==> src/common/desc64_pkg.sv <==
// ================================================
// shared constants and types of the descriptor
// chain front end; every RTL file of the front end
// pulls these in by a wildcard import
// ================================================

package desc64_pkg;

    // bus geometry
    localparam int unsigned ADDR_WIDTH = 64;
    localparam int unsigned DATA_WIDTH = 64;

    // the first beat splits into flags (upper half) and length (lower half)
    localparam int unsigned LEN_WIDTH   = 32;
    localparam int unsigned FLAGS_WIDTH = DATA_WIDTH - LEN_WIDTH;

    // bit within the flags field that asks for an interrupt
    localparam int unsigned IRQ_FLAG_BIT = 0;

    // a descriptor is four beats of one read burst
    localparam int unsigned DESC_BEATS     = 4;
    localparam int unsigned BEAT_IDX_WIDTH = $clog2(DESC_BEATS);

    // next pointer value that terminates a chain
    localparam logic [ADDR_WIDTH-1:0] END_OF_CHAIN = '1;

    // request queue sizing
    localparam int unsigned QUEUE_DEPTH     = 4;
    localparam int unsigned QUEUE_PTR_WIDTH = $clog2(QUEUE_DEPTH);
    // the fill count must also hold the value QUEUE_DEPTH
    localparam int unsigned COUNT_WIDTH     = $clog2(QUEUE_DEPTH + 1);

    // beat order inside one descriptor, as it arrives on the read channel
    //   BEAT_FLAGS_LEN : flags [63:32], length [31:0]
    //   BEAT_NEXT      : address of the next descriptor
    //   BEAT_SRC       : transfer source address
    //   BEAT_DST       : transfer destination address, always the last beat
    typedef enum logic [BEAT_IDX_WIDTH-1:0] {
        BEAT_FLAGS_LEN = 2'd0,
        BEAT_NEXT      = 2'd1,
        BEAT_SRC       = 2'd2,
        BEAT_DST       = 2'd3
    } beat_idx_e;

    // fetch controller states
    //   FETCH_IDLE  : waiting for a doorbell
    //   FETCH_ADDR  : read address presented, waiting for the handshake
    //   FETCH_DATA  : beats in flight, next pointer not yet seen
    //   FETCH_DRAIN : next pointer latched, waiting for the last beat
    typedef enum logic [1:0] {
        FETCH_IDLE  = 2'd0,
        FETCH_ADDR  = 2'd1,
        FETCH_DATA  = 2'd2,
        FETCH_DRAIN = 2'd3
    } fetch_state_e;

endpackage

==> src/desc_reader/desc_reader.sv <==
// ================================================
// collects the four read beats of a descriptor and
// hands the request to the queue on the last beat;
// next pointer goes to the fetch controller
// ================================================

`timescale 1ns/1ps

module desc_reader import desc64_pkg::*; (
    input  logic                  clk_i,
    input  logic                  arst_n_i,
    // read data channel
    input  logic                  r_valid_i,
    input  logic [DATA_WIDTH-1:0] r_data_i,
    input  logic                  r_last_i,
    output logic                  r_ready_o,
    // back pressure from the request queue
    input  logic                  not_full_i,
    // chain walking
    output logic [ADDR_WIDTH-1:0] next_addr_o,
    output logic                  next_addr_valid_o,
    output logic                  desc_done_o,
    // assembled request
    output logic                  push_valid_o,
    output logic [ADDR_WIDTH-1:0] push_src_o,
    output logic [ADDR_WIDTH-1:0] push_dst_o,
    output logic [LEN_WIDTH-1:0]  push_len_o,
    output logic                  push_irq_o
);

    beat_idx_e               beat_cnt_q;
    logic [DATA_WIDTH-1:0]   beats_q [DESC_BEATS-1];
    logic                    beat_fire;
    logic                    last_fire;
    logic [FLAGS_WIDTH-1:0]  flags;

    // a beat is only taken when the queue can hold the resulting request
    assign r_ready_o = not_full_i;
    assign beat_fire = r_valid_i && r_ready_o;
    assign last_fire = beat_fire && r_last_i;

    always_ff @(posedge clk_i or negedge arst_n_i) begin
        if (!arst_n_i) begin
            beat_cnt_q <= BEAT_FLAGS_LEN;
        end else if (last_fire) begin
            beat_cnt_q <= BEAT_FLAGS_LEN;
        end else if (beat_fire) begin
            beat_cnt_q <= beat_idx_e'(beat_cnt_q + 1'b1);
        end
    end

    // the destination beat is used straight off the bus, so only
    // the first three beats need storage
    always_ff @(posedge clk_i) begin
        if (beat_fire && !r_last_i && (beat_cnt_q != BEAT_DST)) begin
            beats_q[beat_cnt_q] <= r_data_i;
        end
    end

    // next pointer is stable from the cycle after BEAT_NEXT
    // until the last beat of this descriptor is taken
    assign next_addr_o       = beats_q[BEAT_NEXT][ADDR_WIDTH-1:0];
    assign next_addr_valid_o = (beat_cnt_q == BEAT_SRC) || (beat_cnt_q == BEAT_DST);
    assign desc_done_o       = last_fire;

    // request fields
    assign flags        = beats_q[BEAT_FLAGS_LEN][DATA_WIDTH-1:LEN_WIDTH];
    assign push_valid_o = last_fire;
    assign push_src_o   = beats_q[BEAT_SRC][ADDR_WIDTH-1:0];
    assign push_dst_o   = r_data_i[ADDR_WIDTH-1:0];
    assign push_len_o   = beats_q[BEAT_FLAGS_LEN][LEN_WIDTH-1:0];
    assign push_irq_o   = flags[IRQ_FLAG_BIT];

endmodule

==> src/logic/desc64_frontend.sv <==
// ================================================
// top of the descriptor chain front end: doorbell
// in, descriptor reads out, transfer requests and
// interrupt pulses towards the DMA back end
// ================================================

`timescale 1ns/1ps

module desc64_frontend import desc64_pkg::*; (
    input  logic                  clk_i,
    input  logic                  arst_n_i,
    // doorbell
    input  logic                  doorbell_valid_i,
    input  logic [ADDR_WIDTH-1:0] doorbell_addr_i,
    output logic                  doorbell_ready_o,
    // read address channel
    output logic                  ar_valid_o,
    output logic [ADDR_WIDTH-1:0] ar_addr_o,
    input  logic                  ar_ready_i,
    // read data channel
    input  logic                  r_valid_i,
    input  logic [DATA_WIDTH-1:0] r_data_i,
    input  logic                  r_last_i,
    output logic                  r_ready_o,
    // transfer requests
    output logic                  req_valid_o,
    output logic [ADDR_WIDTH-1:0] req_src_o,
    output logic [ADDR_WIDTH-1:0] req_dst_o,
    output logic [LEN_WIDTH-1:0]  req_len_o,
    input  logic                  req_ready_i,
    // status
    output logic                  irq_o,
    output logic                  busy_o
);

    logic [ADDR_WIDTH-1:0] next_addr;
    logic                  next_addr_valid;
    logic                  desc_done;
    logic                  push_valid;
    logic [ADDR_WIDTH-1:0] push_src;
    logic [ADDR_WIDTH-1:0] push_dst;
    logic [LEN_WIDTH-1:0]  push_len;
    logic                  push_irq;
    logic                  not_full;
    logic                  queue_empty;
    logic                  fetch_idle;

    desc_reader i_reader (
        .clk_i             (clk_i),
        .arst_n_i          (arst_n_i),
        .r_valid_i         (r_valid_i),
        .r_data_i          (r_data_i),
        .r_last_i          (r_last_i),
        .r_ready_o         (r_ready_o),
        .not_full_i        (not_full),
        .next_addr_o       (next_addr),
        .next_addr_valid_o (next_addr_valid),
        .desc_done_o       (desc_done),
        .push_valid_o      (push_valid),
        .push_src_o        (push_src),
        .push_dst_o        (push_dst),
        .push_len_o        (push_len),
        .push_irq_o        (push_irq)
    );

    desc_fetch_ctrl i_fetch (
        .clk_i             (clk_i),
        .arst_n_i          (arst_n_i),
        .doorbell_valid_i  (doorbell_valid_i),
        .doorbell_addr_i   (doorbell_addr_i),
        .doorbell_ready_o  (doorbell_ready_o),
        .ar_valid_o        (ar_valid_o),
        .ar_addr_o         (ar_addr_o),
        .ar_ready_i        (ar_ready_i),
        .next_addr_i       (next_addr),
        .next_addr_valid_i (next_addr_valid),
        .desc_done_i       (desc_done),
        .idle_o            (fetch_idle)
    );

    desc_req_queue i_queue (
        .clk_i        (clk_i),
        .arst_n_i     (arst_n_i),
        .push_valid_i (push_valid),
        .push_src_i   (push_src),
        .push_dst_i   (push_dst),
        .push_len_i   (push_len),
        .push_irq_i   (push_irq),
        .not_full_o   (not_full),
        .empty_o      (queue_empty),
        .req_valid_o  (req_valid_o),
        .req_src_o    (req_src_o),
        .req_dst_o    (req_dst_o),
        .req_len_o    (req_len_o),
        .req_ready_i  (req_ready_i),
        .irq_o        (irq_o)
    );

    // busy while a chain is walked or requests still wait downstream
    assign busy_o = !fetch_idle || !queue_empty;

endmodule

==> src/logic/desc_fetch_ctrl.sv <==
// ================================================
// takes the doorbell, issues one descriptor read at
// a time and follows next pointers until the end of
// chain marker shows up
// ================================================

`timescale 1ns/1ps

module desc_fetch_ctrl import desc64_pkg::*; (
    input  logic                  clk_i,
    input  logic                  arst_n_i,
    // doorbell from software
    input  logic                  doorbell_valid_i,
    input  logic [ADDR_WIDTH-1:0] doorbell_addr_i,
    output logic                  doorbell_ready_o,
    // read address channel
    output logic                  ar_valid_o,
    output logic [ADDR_WIDTH-1:0] ar_addr_o,
    input  logic                  ar_ready_i,
    // from the descriptor reader
    input  logic [ADDR_WIDTH-1:0] next_addr_i,
    input  logic                  next_addr_valid_i,
    input  logic                  desc_done_i,
    output logic                  idle_o
);

    fetch_state_e          state_q;
    fetch_state_e          state_d;
    logic [ADDR_WIDTH-1:0] addr_q;
    logic [ADDR_WIDTH-1:0] next_q;
    logic [ADDR_WIDTH-1:0] next_sel;
    logic                  doorbell_fire;
    logic                  ar_fire;
    logic                  load_next;
    logic                  done_fire;
    logic                  chain_end;

    assign doorbell_ready_o = (state_q == FETCH_IDLE);
    assign doorbell_fire    = doorbell_valid_i && doorbell_ready_o;
    assign ar_valid_o       = (state_q == FETCH_ADDR);
    assign ar_addr_o        = addr_q;
    assign ar_fire          = ar_valid_o && ar_ready_i;
    assign idle_o           = (state_q == FETCH_IDLE);

    assign load_next = (state_q == FETCH_DATA) && next_addr_valid_i;

    // last beat normally lands in FETCH_DRAIN; if it shows up while still
    // in FETCH_DATA the live pointer from the reader is used instead
    assign done_fire = desc_done_i && ((state_q == FETCH_DRAIN) || load_next);
    assign next_sel  = (state_q == FETCH_DRAIN) ? next_q : next_addr_i;
    assign chain_end = (next_sel == END_OF_CHAIN);

    always_comb begin
        state_d = state_q;
        case (state_q)
            FETCH_IDLE: begin
                if (doorbell_fire) begin
                    state_d = FETCH_ADDR;
                end
            end
            FETCH_ADDR: begin
                if (ar_fire) begin
                    state_d = FETCH_DATA;
                end
            end
            FETCH_DATA: begin
                if (done_fire) begin
                    state_d = chain_end ? FETCH_IDLE : FETCH_ADDR;
                end else if (load_next) begin
                    state_d = FETCH_DRAIN;
                end
            end
            FETCH_DRAIN: begin
                if (done_fire) begin
                    state_d = chain_end ? FETCH_IDLE : FETCH_ADDR;
                end
            end
            default: begin
                state_d = FETCH_IDLE;
            end
        endcase
    end

    always_ff @(posedge clk_i or negedge arst_n_i) begin
        if (!arst_n_i) begin
            state_q <= FETCH_IDLE;
        end else begin
            state_q <= state_d;
        end
    end

    // read address comes from the doorbell or from the chain
    always_ff @(posedge clk_i) begin
        if (doorbell_fire) begin
            addr_q <= doorbell_addr_i;
        end else if (done_fire && !chain_end) begin
            addr_q <= next_sel;
        end
        if (load_next) begin
            next_q <= next_addr_i;
        end
    end

endmodule

==> src/logic/desc_req_queue.sv <==
// ================================================
// four entry request queue between the reader and
// the DMA back end; pulses irq_o after a flagged
// entry leaves through the output handshake
// ================================================

`timescale 1ns/1ps

module desc_req_queue import desc64_pkg::*; (
    input  logic                  clk_i,
    input  logic                  arst_n_i,
    // write side, from the reader
    input  logic                  push_valid_i,
    input  logic [ADDR_WIDTH-1:0] push_src_i,
    input  logic [ADDR_WIDTH-1:0] push_dst_i,
    input  logic [LEN_WIDTH-1:0]  push_len_i,
    input  logic                  push_irq_i,
    output logic                  not_full_o,
    output logic                  empty_o,
    // read side, towards the back end
    output logic                  req_valid_o,
    output logic [ADDR_WIDTH-1:0] req_src_o,
    output logic [ADDR_WIDTH-1:0] req_dst_o,
    output logic [LEN_WIDTH-1:0]  req_len_o,
    input  logic                  req_ready_i,
    output logic                  irq_o
);

    logic [ADDR_WIDTH-1:0]      src_mem [QUEUE_DEPTH];
    logic [ADDR_WIDTH-1:0]      dst_mem [QUEUE_DEPTH];
    logic [LEN_WIDTH-1:0]       len_mem [QUEUE_DEPTH];
    logic                       irq_mem [QUEUE_DEPTH];
    logic [QUEUE_PTR_WIDTH-1:0] wr_ptr_q;
    logic [QUEUE_PTR_WIDTH-1:0] rd_ptr_q;
    logic [COUNT_WIDTH-1:0]     count_q;
    logic                       push;
    logic                       pop;

    assign not_full_o  = (count_q != COUNT_WIDTH'(QUEUE_DEPTH));
    assign empty_o     = (count_q == '0);
    assign req_valid_o = !empty_o;
    assign req_src_o   = src_mem[rd_ptr_q];
    assign req_dst_o   = dst_mem[rd_ptr_q];
    assign req_len_o   = len_mem[rd_ptr_q];

    assign push = push_valid_i && not_full_o;
    assign pop  = req_valid_o && req_ready_i;

    always_ff @(posedge clk_i) begin
        if (push) begin
            src_mem[wr_ptr_q] <= push_src_i;
            dst_mem[wr_ptr_q] <= push_dst_i;
            len_mem[wr_ptr_q] <= push_len_i;
            irq_mem[wr_ptr_q] <= push_irq_i;
        end
    end

    // pointers wrap at QUEUE_DEPTH, count tracks the fill level
    always_ff @(posedge clk_i or negedge arst_n_i) begin
        if (!arst_n_i) begin
            wr_ptr_q <= '0;
            rd_ptr_q <= '0;
            count_q  <= '0;
            irq_o    <= 1'b0;
        end else begin
            if (push) begin
                wr_ptr_q <= (wr_ptr_q == QUEUE_PTR_WIDTH'(QUEUE_DEPTH - 1)) ? '0 : wr_ptr_q + 1'b1;
            end
            if (pop) begin
                rd_ptr_q <= (rd_ptr_q == QUEUE_PTR_WIDTH'(QUEUE_DEPTH - 1)) ? '0 : rd_ptr_q + 1'b1;
            end
            if (push && !pop) begin
                count_q <= count_q + 1'b1;
            end else if (pop && !push) begin
                count_q <= count_q - 1'b1;
            end
            irq_o <= pop && irq_mem[rd_ptr_q];
        end
    end

endmodule

==> config.mk <==
export PLATFORM = sky130hd
export DESIGN_NAME = desc64_frontend
export DESIGN_NICKNAME = d
export VERILOG_FILES = /design/src/common/desc64_pkg.sv /design/src/desc_reader/desc_reader.sv /design/src/logic/desc64_frontend.sv /design/src/logic/desc_fetch_ctrl.sv /design/src/logic/desc_req_queue.sv
export SDC_FILE = /design/constraint.sdc
export NUM_CORES = 1
export LEC_CHECK = 0
export BUFFER_PORTS_ARGS = -buffer_cell sky130_fd_sc_hd__buf_2
export CORE_MARGIN = 2
export CORE_UTILIZATION = 60
export DETAILED_ROUTE_END_ITERATION = 6
export GPL_TIMING_DRIVEN = 0
export PLACE_DENSITY = 0.81
export REMOVE_ABC_BUFFERS = 1
export SLEW_MARGIN = 20
export SYNTH_ARGS = -nofsm -noshare
export SYNTH_HDL_FRONTEND = slang
export SYNTH_SLANG_ARGS = --single-unit
export TNS_END_PERCENT = 10
==> constraint.sdc <==
create_clock -name clk_i -period 20.7 [get_ports clk_i]
set_clock_uncertainty 0.05 [all_clocks]
set_input_delay 4.14 -clock clk_i [delete_from_list [all_inputs] [get_ports clk_i]]
set_output_delay 4.14 -clock clk_i [all_outputs]
set_load 0.01 [all_outputs]
* Word level (Yosys, flattened, before mapping) *
Memory sizes are Yosys's and may differ from the RTL's.
Cells that the tools add are included.

word-level totals
  register bits after elaboration = 140
  memory bits (writable) = 836
  logic and storage cells = 81
  memories kept = 5

memories
  name              depth  width  read ports  clocked after memory_dff  wr ports  line                  RTL
  i_queue.dst_mem   4      64     1           0                         1         desc_req_queue.sv:30  logic [ADDR_WIDTH-1:0] dst_mem [QUEUE_DEPTH];
  i_queue.src_mem   4      64     1           0                         1         desc_req_queue.sv:29  logic [ADDR_WIDTH-1:0] src_mem [QUEUE_DEPTH];
  i_reader.beats_q  3      64     3           0                         1         desc_reader.sv:32     logic [DATA_WIDTH-1:0] beats_q [DESC_BEATS-1];
  i_queue.len_mem   4      32     1           0                         1         desc_req_queue.sv:31  logic [LEN_WIDTH-1:0] len_mem [QUEUE_DEPTH];
  i_queue.irq_mem   4      1      1           0                         1         desc_req_queue.sv:32  logic irq_mem [QUEUE_DEPTH];

cells by class
  reduce and logical (&&, ||, !) cells = 29
  $add $sub $neg = 5
  equality and inequality tests = 14
  muxes and demuxes = 20

operators with widths
  kind                                                                    count
  64-bit 2-to-1 mux                                                       3
  64-bit equality test (second input constant)                            1
  2-bit 2-to-1 mux                                                        9
  1-bit logical AND                                                       14
  2-bit equality test (second input constant)                             6
  2-bit case mux with 4 select lines                                      1
  2-bit by 1-bit adder with 2-bit output (second input constant)          3
  1-bit logical NOT                                                       6
  3-bit 2-to-1 mux                                                        2
  2-bit nonzero test                                                      3
  1-bit 2-to-1 mux                                                        5
  2-bit by 1-bit != test with 1-bit output (second input constant)        2
  2-bit != test (second input constant)                                   2
  4-bit AND reduction                                                     1
  3-bit by 1-bit adder with 3-bit output (second input constant)          1
  3-bit logical NOT                                                       1
  1-bit logical OR                                                        3
  3-bit by 1-bit != test with 1-bit output (second input constant)        1
  3-bit != test (second input constant)                                   1
  3-bit by 1-bit subtractor with 3-bit output (second input constant)     1
  2-bit by 1-bit equality test with 1-bit output (second input constant)  1
  2-bit logical NOT                                                       1

* Longest topological paths before layout *
Gate-level depths: netlist of run 1.

  word-level depth = 8
  gate-level depth with buffers = 10
  depth with buffers taken out = 9

* Cells and area by module *
Synthesis of run 1 repeated with hierarchy kept, for this count alone.

second synthesis, totals
  cells, all modules = 1531
  area total of the unflattened synthesis = 34814.6 µm²

modules (own cells, without submodules)
  module           area an instance (µm²)  times used  cells each  sequential area each (µm²)
  desc_req_queue   23662.7                 1           881         19538.7
  desc_fetch_ctrl  5624.1                  1           403         3893.7
  desc_reader      5524.0                  1           246         4884.7
  desc64_frontend  3.8                     1           1           0.0

* Worst setup path after synthesis of run 1 *
OpenSTA, ideal clock, no wires.

  kind = in2reg
  from = input r_last_i
  to = memory i_queue.dst_mem[1][0] (enable)
  stages on the path = 3
  setup time = 541 ps
  arrival time = 8215 ps
  required time = 20109 ps
  slack = 11894 ps
  buffers on the path = 1
  cell sequence = and3_1 -> buf_2 -> and2_1

on the way
  word-level cells in the longest chain between the ends = 4

ends and longest elaborated chain
  what                                    line                   RTL
  start, declared                         desc64_frontend.sv:23  input logic r_last_i,
  1-bit logical AND                       desc_reader.sv:40      assign last_fire = beat_fire && r_last_i;
  1-bit logical AND                       desc_req_queue.sv:46   assign push = push_valid_i && not_full_o;
  via i_queue.push                        desc_req_queue.sv:36   logic push;
  1-bit 2-to-1 mux                        desc_req_queue.sv:50   if (push) begin
  1-bit 2-to-1 mux (implied by the code)  desc_req_queue.sv:52   dst_mem[wr_ptr_q] <= push_dst_i;
  end, declared                           desc_req_queue.sv:30

The timed path passes the listed nets, and every way through them passes these cells.

* Worst setup path in the final report of run 1 *
  from = register i_queue.rd_ptr_q[0]
  to = output req_dst_o[21]

on the way
  word-level cells in the longest chain between the ends = 1

ends and longest elaborated chain
  what                    line                   RTL
  start, declared         desc_req_queue.sv:34   logic [QUEUE_PTR_WIDTH-1:0] rd_ptr_q;
  start signal, assigned  desc_req_queue.sv:70   rd_ptr_q <= (rd_ptr_q == QUEUE_PTR_WIDTH'(QUEUE_DEPTH - 1)) ? '0 : rd_ptr_q + 1'b1;
  memory 4 x 64 bit       --
  end, declared           desc64_frontend.sv:28  output logic [ADDR_WIDTH-1:0] req_dst_o,

Every way passes these cells.

==> results of run 1 <==
==> metal layers <==
metal | vias up | routed length [um] | part of all wire [%] | track usage, %
met2 | 700 | 37600 | 52 | 42.2
met5 | - | 13 | 0.018 | 0
met1 | 8478 | 27300 | 38 | 32.5
li1 | 7007 | - | - | -
met3 | 124 | 5630 | 7.8 | 5.57
met4 | 2 | 1970 | 2.7 | 8.43
==> flip-flops by register name, summed over array words and instances, names as in the netlist <==
register,count
i_reader.beats_q,161
i_queue.rd_ptr_q,2
i_fetch.next_q,64
i_queue.wr_ptr_q,2
i_fetch.state_q,2
i_queue.len_mem,128
i_queue.count_q,3
i_queue.dst_mem,256
i_queue.irq_mem,4
i_reader.beat_cnt_q,2
i_fetch.ar_addr_o,64
i_queue.src_mem,256
i_queue.irq_o,1
==> placed cells by master, fill, tap and decap left out, types with 2 or more instances in the layout <==
| master | count |
|---|---|
| sky130_fd_sc_hd__bufinv_16 | 11 |
| sky130_fd_sc_hd__clkinvlp_4 | 7 |
| sky130_fd_sc_hd__mux4_2 | 161 |
| sky130_fd_sc_hd__and2_4 | 7 |
| sky130_fd_sc_hd__a21oi_1 | 66 |
| sky130_fd_sc_hd__buf_4 | 8 |
| sky130_fd_sc_hd__clkbuf_1 | 11 |
| sky130_fd_sc_hd__inv_6 | 4 |
| sky130_fd_sc_hd__o21ai_0 | 3 |
| sky130_fd_sc_hd__edfxtp_1 | 933 |
| sky130_fd_sc_hd__buf_2 | 364 |
| sky130_fd_sc_hd__nand2_1 | 8 |
| sky130_fd_sc_hd__buf_16 | 18 |
| sky130_fd_sc_hd__and3_1 | 2 |
| sky130_fd_sc_hd__inv_1 | 7 |
| sky130_fd_sc_hd__nor3_1 | 2 |
| sky130_fd_sc_hd__ha_1 | 10 |
| sky130_fd_sc_hd__or3_1 | 3 |
| sky130_fd_sc_hd__mux2_2 | 2 |
| sky130_fd_sc_hd__xor2_1 | 2 |
| sky130_fd_sc_hd__mux2i_1 | 64 |
| sky130_fd_sc_hd__buf_12 | 14 |
| sky130_fd_sc_hd__dfrtp_1 | 10 |
| sky130_fd_sc_hd__nor4_1 | 8 |
| sky130_fd_sc_hd__clkinv_8 | 2 |
| sky130_fd_sc_hd__clkinv_2 | 16 |
| sky130_fd_sc_hd__dfrtp_4 | 2 |
| sky130_fd_sc_hd__clkinv_1 | 23 |
| sky130_fd_sc_hd__a21o_1 | 2 |
| sky130_fd_sc_hd__nand2_4 | 2 |
| sky130_fd_sc_hd__diode_2 | 6 |
| sky130_fd_sc_hd__nand4_1 | 35 |
| sky130_fd_sc_hd__nor2_1 | 71 |
| sky130_fd_sc_hd__clkbuf_16 | 93 |
==> Yosys cell counts, types with 7 or more instances <==
master                     instances
sky130_fd_sc_hd__a21oi_1          66
sky130_fd_sc_hd__nand4_1          35
sky130_fd_sc_hd__buf_6            15
sky130_fd_sc_hd__nor4_1            8
sky130_fd_sc_hd__mux4_2          161
sky130_fd_sc_hd__ha_1             10
sky130_fd_sc_hd__buf_2            34
sky130_fd_sc_hd__inv_1             7
sky130_fd_sc_hd__mux2i_1          64
sky130_fd_sc_hd__nand2_1          10
sky130_fd_sc_hd__and2_1            8
sky130_fd_sc_hd__edfxtp_1        933
sky130_fd_sc_hd__dfrtp_1          12
sky130_fd_sc_hd__nor2_1           71
==> cell type report <==
class                   instances  area, um^2
flip-flops and latches        945       28300
clock inverters                64         626
fillers                      3212       15800
inverters                       7        26.3
diodes                          6        15.0
repair buffers                404        2660
clock buffers                 104        2370
multi-input cells             458        5580
well taps                     756         946
==> where the power goes <==
part	internal, mW	total [mW]	switching (mW)
clock network	0.961	1.65	0.690
registers	2.38	2.49	0.107
logic	0.610	1.37	0.763
==> logic make-up (layout without fill, tap and decap cells) <==
family	Yosys count	in the layout	share of synthesized area [%]
compound gates	73	73	1.09
fa+ha+maj	11	11	0.424
simple gates	144	144	2.02
flops	945	945	82.7
buf+inv	66	579	1.20
other cells	0	6	0
mux	227	227	12.5
xor+xnor	3	3	0.0767
==> path summary, 6_finish.rpt <==
| check | cells after the start | start | to | slack [ps] |
|---|---|---|---|---|
| hold / removal | 0 | i_reader.beats_q[1][39] | i_fetch.next_q[39] | 430 |
| max in group asynchronous | 1 | arst_n_i | i_queue.rd_ptr_q[1] | 17020 |
| setup / recovery | 4 | i_queue.rd_ptr_q[0] | req_dst_o[21] | 13780 |
| setup reg to reg | 6 | i_fetch.next_q[53] | i_fetch.ar_addr_o[23] | 17560 |
| hold reg to reg | 0 | i_reader.beats_q[1][39] | i_fetch.next_q[39] | 430 |
| min in group asynchronous | 1 | arst_n_i | i_queue.irq_o | 3320 |
==> metrics by stage <==
stage	std cells	utilization, %	total power [mW]	worst slack (ps)	hold slack, ps
after detailed placement	2570	66.6	3.91	14380	412
final	2744	71.9	5.51	13780	430
after CTS	2738	71.9	5.56	13660	434
after floorplan	1410	-	3.44	9570	399
after global routing	2741	71.9	5.71	13610	447
after global placement	2530	65.0	4.11	6190	408
==> run summary, run 1 <==
The capturing element type of the critical path is an output port. The sequential-to-total area share from yosys stat came out at 82.7%. Static timing analysis puts the maximum clock frequency at 0.144 GHz. The critical-path maximum fanout is 33. The run finished with clean final reports. Setup repair after global routing left no endpoint under its margin.

In this run the horizontal extent of the chip is 243 um. The final-report setup violation count is 0. The port buffer count came out at 364. The data arrival time of the critical path is 2730 ps. The post-cts hold buffer count is 0. Detailed placement finished with a half-perimeter wire length of 44400 um.

The count of distinct cell types in the synthesized netlist came out at 32. The cell family contributing the most delay on the critical path is buffers and inverters. The number of antenna violations at the first check in global routing was 5. The number of cells produced by synthesis came out at 1469. In the routed design, unresolved DRC markers number 0. The detailed router placed 16300 vias in this run. The largest individual stage delay along the critical path comes from the cell sky130_fd_sc_hd__dfrtp_4. The number of global-route vias before repair came to 17300. For this run, asynchronously set or reset flops after synthesis account for 1.27%. The number of nets in the layout came out at 2053. The congestion estimate from routability-driven global placement came to 0.769. The max-cap check violation count is 0. For this configuration, the core starts out at a cell density of 60.8%. The count of antenna-violating nets left after detailed routing is 0. The final cycle utilization of the critical path is 33.4%. The clock-pin transition on the worst setup and hold timing paths is 60 ps. The area share of the largest cell type after synthesis is 81.8%. CTS placed an instance of sky130_fd_sc_hd__clkbuf_16 at the clock tree root. The leakage power figure is 13.9 nW. The mean post-synth cell area came out at 23.3 um^2. The accumulated negative setup slack came out at 0 ps. The number of pins with negative max-slew slack in the final report came to 0. The all-layer global routing usage came out at 24.9%. The finished cells cover 40500 um^2.

The DRC violation total after the first TritonRoute iteration is 1312. The number of CTS-inserted buffers is 91. The number of sinks driven by the clock tree is 945. The total routed wirelength came out at 72500 um. The detailed-router iteration count before antenna repair is 6. By instance count, the cell type seen most on the critical path is sky130_fd_sc_hd__buf_16. For the pin with the worst max-slew slack, the measured transition is 872 ps.

The worst setup path is of the reg2out kind. Dividing the detail-routed wire length by the instance count gives 26.4 um. The overall die height is 243 um. The later pin in the worst-skew pair is clocked with a latency of 640 ps. The global route total overflow came out at 0. The final critical delay including setup and external delays came out at 6920 ps. The layout cell share with drive strength beyond 1 came out at 36.0%.

The worst supply voltage drop on vdd came out at 0.000103 V. In the post-synthesis netlist, the biggest area contributors are sky130_fd_sc_hd__edfxtp_1 (82%), sky130_fd_sc_hd__mux4_2 (11%), sky130_fd_sc_hd__mux2i_1 (1.9%). The floorplan has 87 rows.

The number of synthesis warnings is 0. The areal power density over the cells came out at 136 nW/um^2. The region available for standard cell placement spans 56400 um^2. The layout overhead on the synthesized area came out at 18.3%. The maximum number of pins on one net before global-route repair came out at 69. The most used flip-flop cell after synthesis is sky130_fd_sc_hd__edfxtp_1. The detailed-route vias per instance is 5.94. The number of resized instances in the post-cts repair step came out at 0. STA classifies the critical path startpoint as a flip-flop. In this run the number of H-tree levels came out at 3. TritonCTS built the clock tree. The hold violation count in the final report is 0. The count of buffering cells on the critical path with inverters included came out at 3.

The number of flops mapped to enable cells by yosys came out at 933. The number of top-level pins came out at 365. The synthesized design spends more area on one cell type than any other, namely sky130_fd_sc_hd__edfxtp_1. The register bit count reported by yosys came out at 945.

The global-route wire length before repair is 108000 um. The remaining max-slew budget at the tightest pin is 41.3%. The clock passes through at most 3 buffers. The peak per-stage delay on the critical path came out at 690 ps. The area of the die is 59000 um^2. The tightest min-delay check is of the reg2reg type.

The required time of the critical path is 16510 ps. Post-CTS timing repair inserted 0 buffers for setup. Traced cell by cell, the critical path runs through buf_16, buf_16, mux4_2, buf_2. The area of the mapped netlist is 34300 um^2.

Once placement finished, the instance area stood at 37500 um^2.
Power figures use the tool's default switching activity.
==> run 2, diff against run 1 <==
Settings changed: CORE_UTILIZATION 60 to 58, PLACE_DENSITY 0.81 to 0.79.
Clock period 20.7 ns to 7 ns, I/O delays scaled along.
==> run 2 against run 1 <==
Effect of this change: non-clock buffer count is 2 lower; routed wire length is 1.2% lower; count of clock-buffer cells in the layout is 2 higher; sequential share of layout area is 0.10 points lower; final cell count is 0.22% higher; clock power grew to 3.0 times the previous value; total power grew to 3.0 times the previous value; die area is 3.4% higher; worst hold slack worse by 1.9 ps; combinational power grew to 2.9 times the previous value; register-to-register slack worse by 14000 ps.
==> run summary, run 2 (synthesis gave the netlist of run 1 again) <==
The number of resized instances in the post-cts repair step came out at 0 (unchanged). STA classifies the critical path startpoint as a flip-flop. For hold timing, the worst endpoint is i_fetch.next_q[50]. The total via count after detailed routing came to 16400 (+0.24%). The startpoint identified for the worst register-to-register timing path is i_reader.beats_q[1][57]. The number of top-level pins came out at 365 (unchanged). The overall die height came out at 247 um (+1.7%).

The final-report setup violation count came out at 0 (unchanged). The endpoint of the most critical register-to-register path is i_fetch.ar_addr_o[0]. The post-cts hold buffer count came out at 0 (unchanged). The final cycle utilization of the critical path came out at 64.4%.

The required time of the critical path came out at 5550 ps (-10960 ps). The layout cell share with drive strength beyond 1 came out at 36.1% (+0.091 points). The number of antenna violations at the first check in global routing was 3 (-2).

The total routed wirelength is 71600 um (-1.2%). The post-CTS setup repair buffer count came out at 0 (unchanged). The remaining max-slew budget at the tightest pin is 25.0% (-16 points). The count of cells along the worst hold path is 0 (unchanged). The port buffer count came to 364 (unchanged). The final routed DRC violation total came out at 0 (unchanged). The number of nets in the layout is 2049 (-0.19%).

The detailed placer's ending HPWL came out at 43900 um (-1.2%). The hold violation count in the final report is 0 (unchanged). In the layout the commonest cells are sky130_fd_sc_hd__edfxtp_1 (933), sky130_fd_sc_hd__buf_2 (364), sky130_fd_sc_hd__mux4_2 (161), sky130_fd_sc_hd__clkbuf_16 (92), sky130_fd_sc_hd__nor2_1 (71). The overall die width came out at 247 um (+1.7%). The number of global-route vias before repair came to 17000 (-1.6%).

The areal power density over the cells came out at 403 nW/um^2 (+200%). The flow ran to the end, and the final reports show no timing, DRC or antenna violations. The placeable core area is 58700 um^2 (+4.1%). TritonCTS built the clock tree.

The worst setup timing slack at the placement stage is 3050 ps (-11330 ps). The count of antenna-violating nets left after detailed routing came to 0 (unchanged). The number of CTS-inserted buffers is 89 (-2.2%). The data arrival time of the critical path came out at 3060 ps (+330 ps). The number of sinks driven by the clock tree came to 945 (unchanged). The root cell of the clock tree is sky130_fd_sc_hd__clkbuf_16. The detailed-route vias per instance came out at 5.95 (about the same).

The slack of the critical path came out at 2490 ps (-11280 ps). The maximum number of pins on one net before global-route repair is 48 (-30%). In this run the most critical hold path is launched from i_reader.beats_q[1][50]. The all-layer global routing usage came to 23.7% (-1.3 points). The number of pins with negative max-slew slack in the final report came out at 0 (unchanged).

The number of diodes came out at 0 (-6). The largest registers in the layout are i_queue.dst_mem x256, i_queue.src_mem x256, i_reader.beats_q x161. The global route total overflow is 0 (unchanged).

The clock insertion delay at the later pin of the skew report is 620 ps (-20 ps). The area of the die is 61000 um^2 (+3.4%). The worst supply voltage drop on vdd was 0.000301 V (+190%). The min-delay analysis places its worst path in the category reg2reg. The cell count of the worst reg-to-reg path came out at 6 (unchanged). The starting density of the core was 58.4% (-2.4 points).

The capturing element type of the critical path is an output port. The count of standard-cell rows is 89 (+2.3%). The library cell used most frequently in the layout, excluding fill and tap cells, is sky130_fd_sc_hd__edfxtp_1.

The number of levels the H-tree was split into is 3 (unchanged). The buffer depth of the longest clock path is 3 (unchanged). Setup repair after global routing left no endpoint under its margin. The global-route wire length before repair came out at 106000 um (-2.0%). The DRC violation total after the first TritonRoute iteration is 1276 (-2.7%). The total instance count after detailed placement came out at 2585 (+0.58%). The transition time of the tightest slew-check pin is 1110 ps (+242 ps). The detailed-router iteration count before antenna repair is 5 (-1). The layout overhead on the synthesized area came out at 18.5%. The final critical delay including setup and external delays came out at 4510 ps.

The routed length per instance is 26.0 um (-1.5%). The reg2reg setup slack came out at 3480 ps (-14080 ps). The critical-path maximum fanout came out at 33 (unchanged). The achievable clock frequency came out at 0.222 GHz. The clock-pin transition on the worst setup and hold timing paths is 60 ps (about the same). The post-layout instance count excluding filler cells was 2750 (+0.22%). The placer's final routability congestion estimate came to 0.805 (+4.6%). The max-cap check violation count is 0 (unchanged). The leakage power figure is 13.9 nW (+0.24%).

The critical path in this run is classified as reg2out.
[run 2: cell types whose count changed in the layout (fill, tap and decap cells not counted)]
cell / change
sky130_fd_sc_hd__diode_2: -6
sky130_fd_sc_hd__clkinv_8: -1
sky130_fd_sc_hd__clkbuf_16: -1
sky130_fd_sc_hd__inv_16: +2
sky130_fd_sc_hd__buf_12: -7
sky130_fd_sc_hd__clkbuf_8: +3
sky130_fd_sc_hd__clkinvlp_4: -1
sky130_fd_sc_hd__buf_16: +5
sky130_fd_sc_hd__clkinv_1: -5
sky130_fd_sc_hd__bufinv_16: +2
sky130_fd_sc_hd__inv_6: -2
[run 2: metal layers]
metal  up-vias  track usage, %  part of all wire, %
li1       7009               -                    -
met1      8618            31.4                   38
met2       618            40.2                   53
met3       101            4.43                  6.6
met4         4            7.46                  2.4
met5         -               0                0.038
[run 2: metrics by stage]
stage               total power, mW  setup TNS (ps)  utilization [%]  hold WS [ps]  area (um^2)
global placement               11.9        -2723530             62.5           409        36700
global route                   17.0               0             69.2           437        40600
finish                         16.4               0             69.2           429        40600
floorplan                      10.2         -268730                -           399        33900
CTS                            16.5               0             69.2           425        40600
detailed placement             11.5               0             64.0           419        37500
[run 2: worst max-delay path by stage]
stage | from | endpoint | slack (ps)
finish | i_queue.rd_ptr_q[0] | req_src_o[25] | 2490
detailed placement | i_queue.rd_ptr_q[0] | req_src_o[25] | 3050
global route | i_queue.rd_ptr_q[0] | req_len_o[7] | 2280
global placement | i_reader.beat_cnt_q[0] | i_fetch.ar_addr_o[3] | -5320
floorplan | i_queue.rd_ptr_q[0] | req_dst_o[0] | -1390
CTS | i_queue.rd_ptr_q[0] | req_src_o[25] | 2370
[run 2: final cells by class]
| type | count | area, um^2 |
|---|---|---|
| fillers | 3432 | 18100 |
| repair buffers | 402 | 2660 |
| multi-input cells | 458 | 5580 |
| well taps | 773 | 967 |
| flip-flops and latches | 945 | 28300 |
| clock buffers | 106 | 2380 |
| inverters | 7 | 26.3 |
| clock inverters | 59 | 666 |
[run 2: critical path, cell delays in order, from the launching register on]
cell and delay (ps):
sky130_fd_sc_hd__dfrtp_4 780, sky130_fd_sc_hd__buf_16 310, sky130_fd_sc_hd__buf_16 290, sky130_fd_sc_hd__buf_16 270, sky130_fd_sc_hd__mux4_2 560, sky130_fd_sc_hd__buf_2 160
[run 2: where the power goes]
part	internal (mW)	leakage, nW	switching, mW	total (mW)
Combinational	1.80	3.81	2.23	4.03
Sequential	7.05	8.61	0.325	7.37
Clock	2.93	1.48	2.02	4.95
Total	11.8	13.9	4.58	16.4
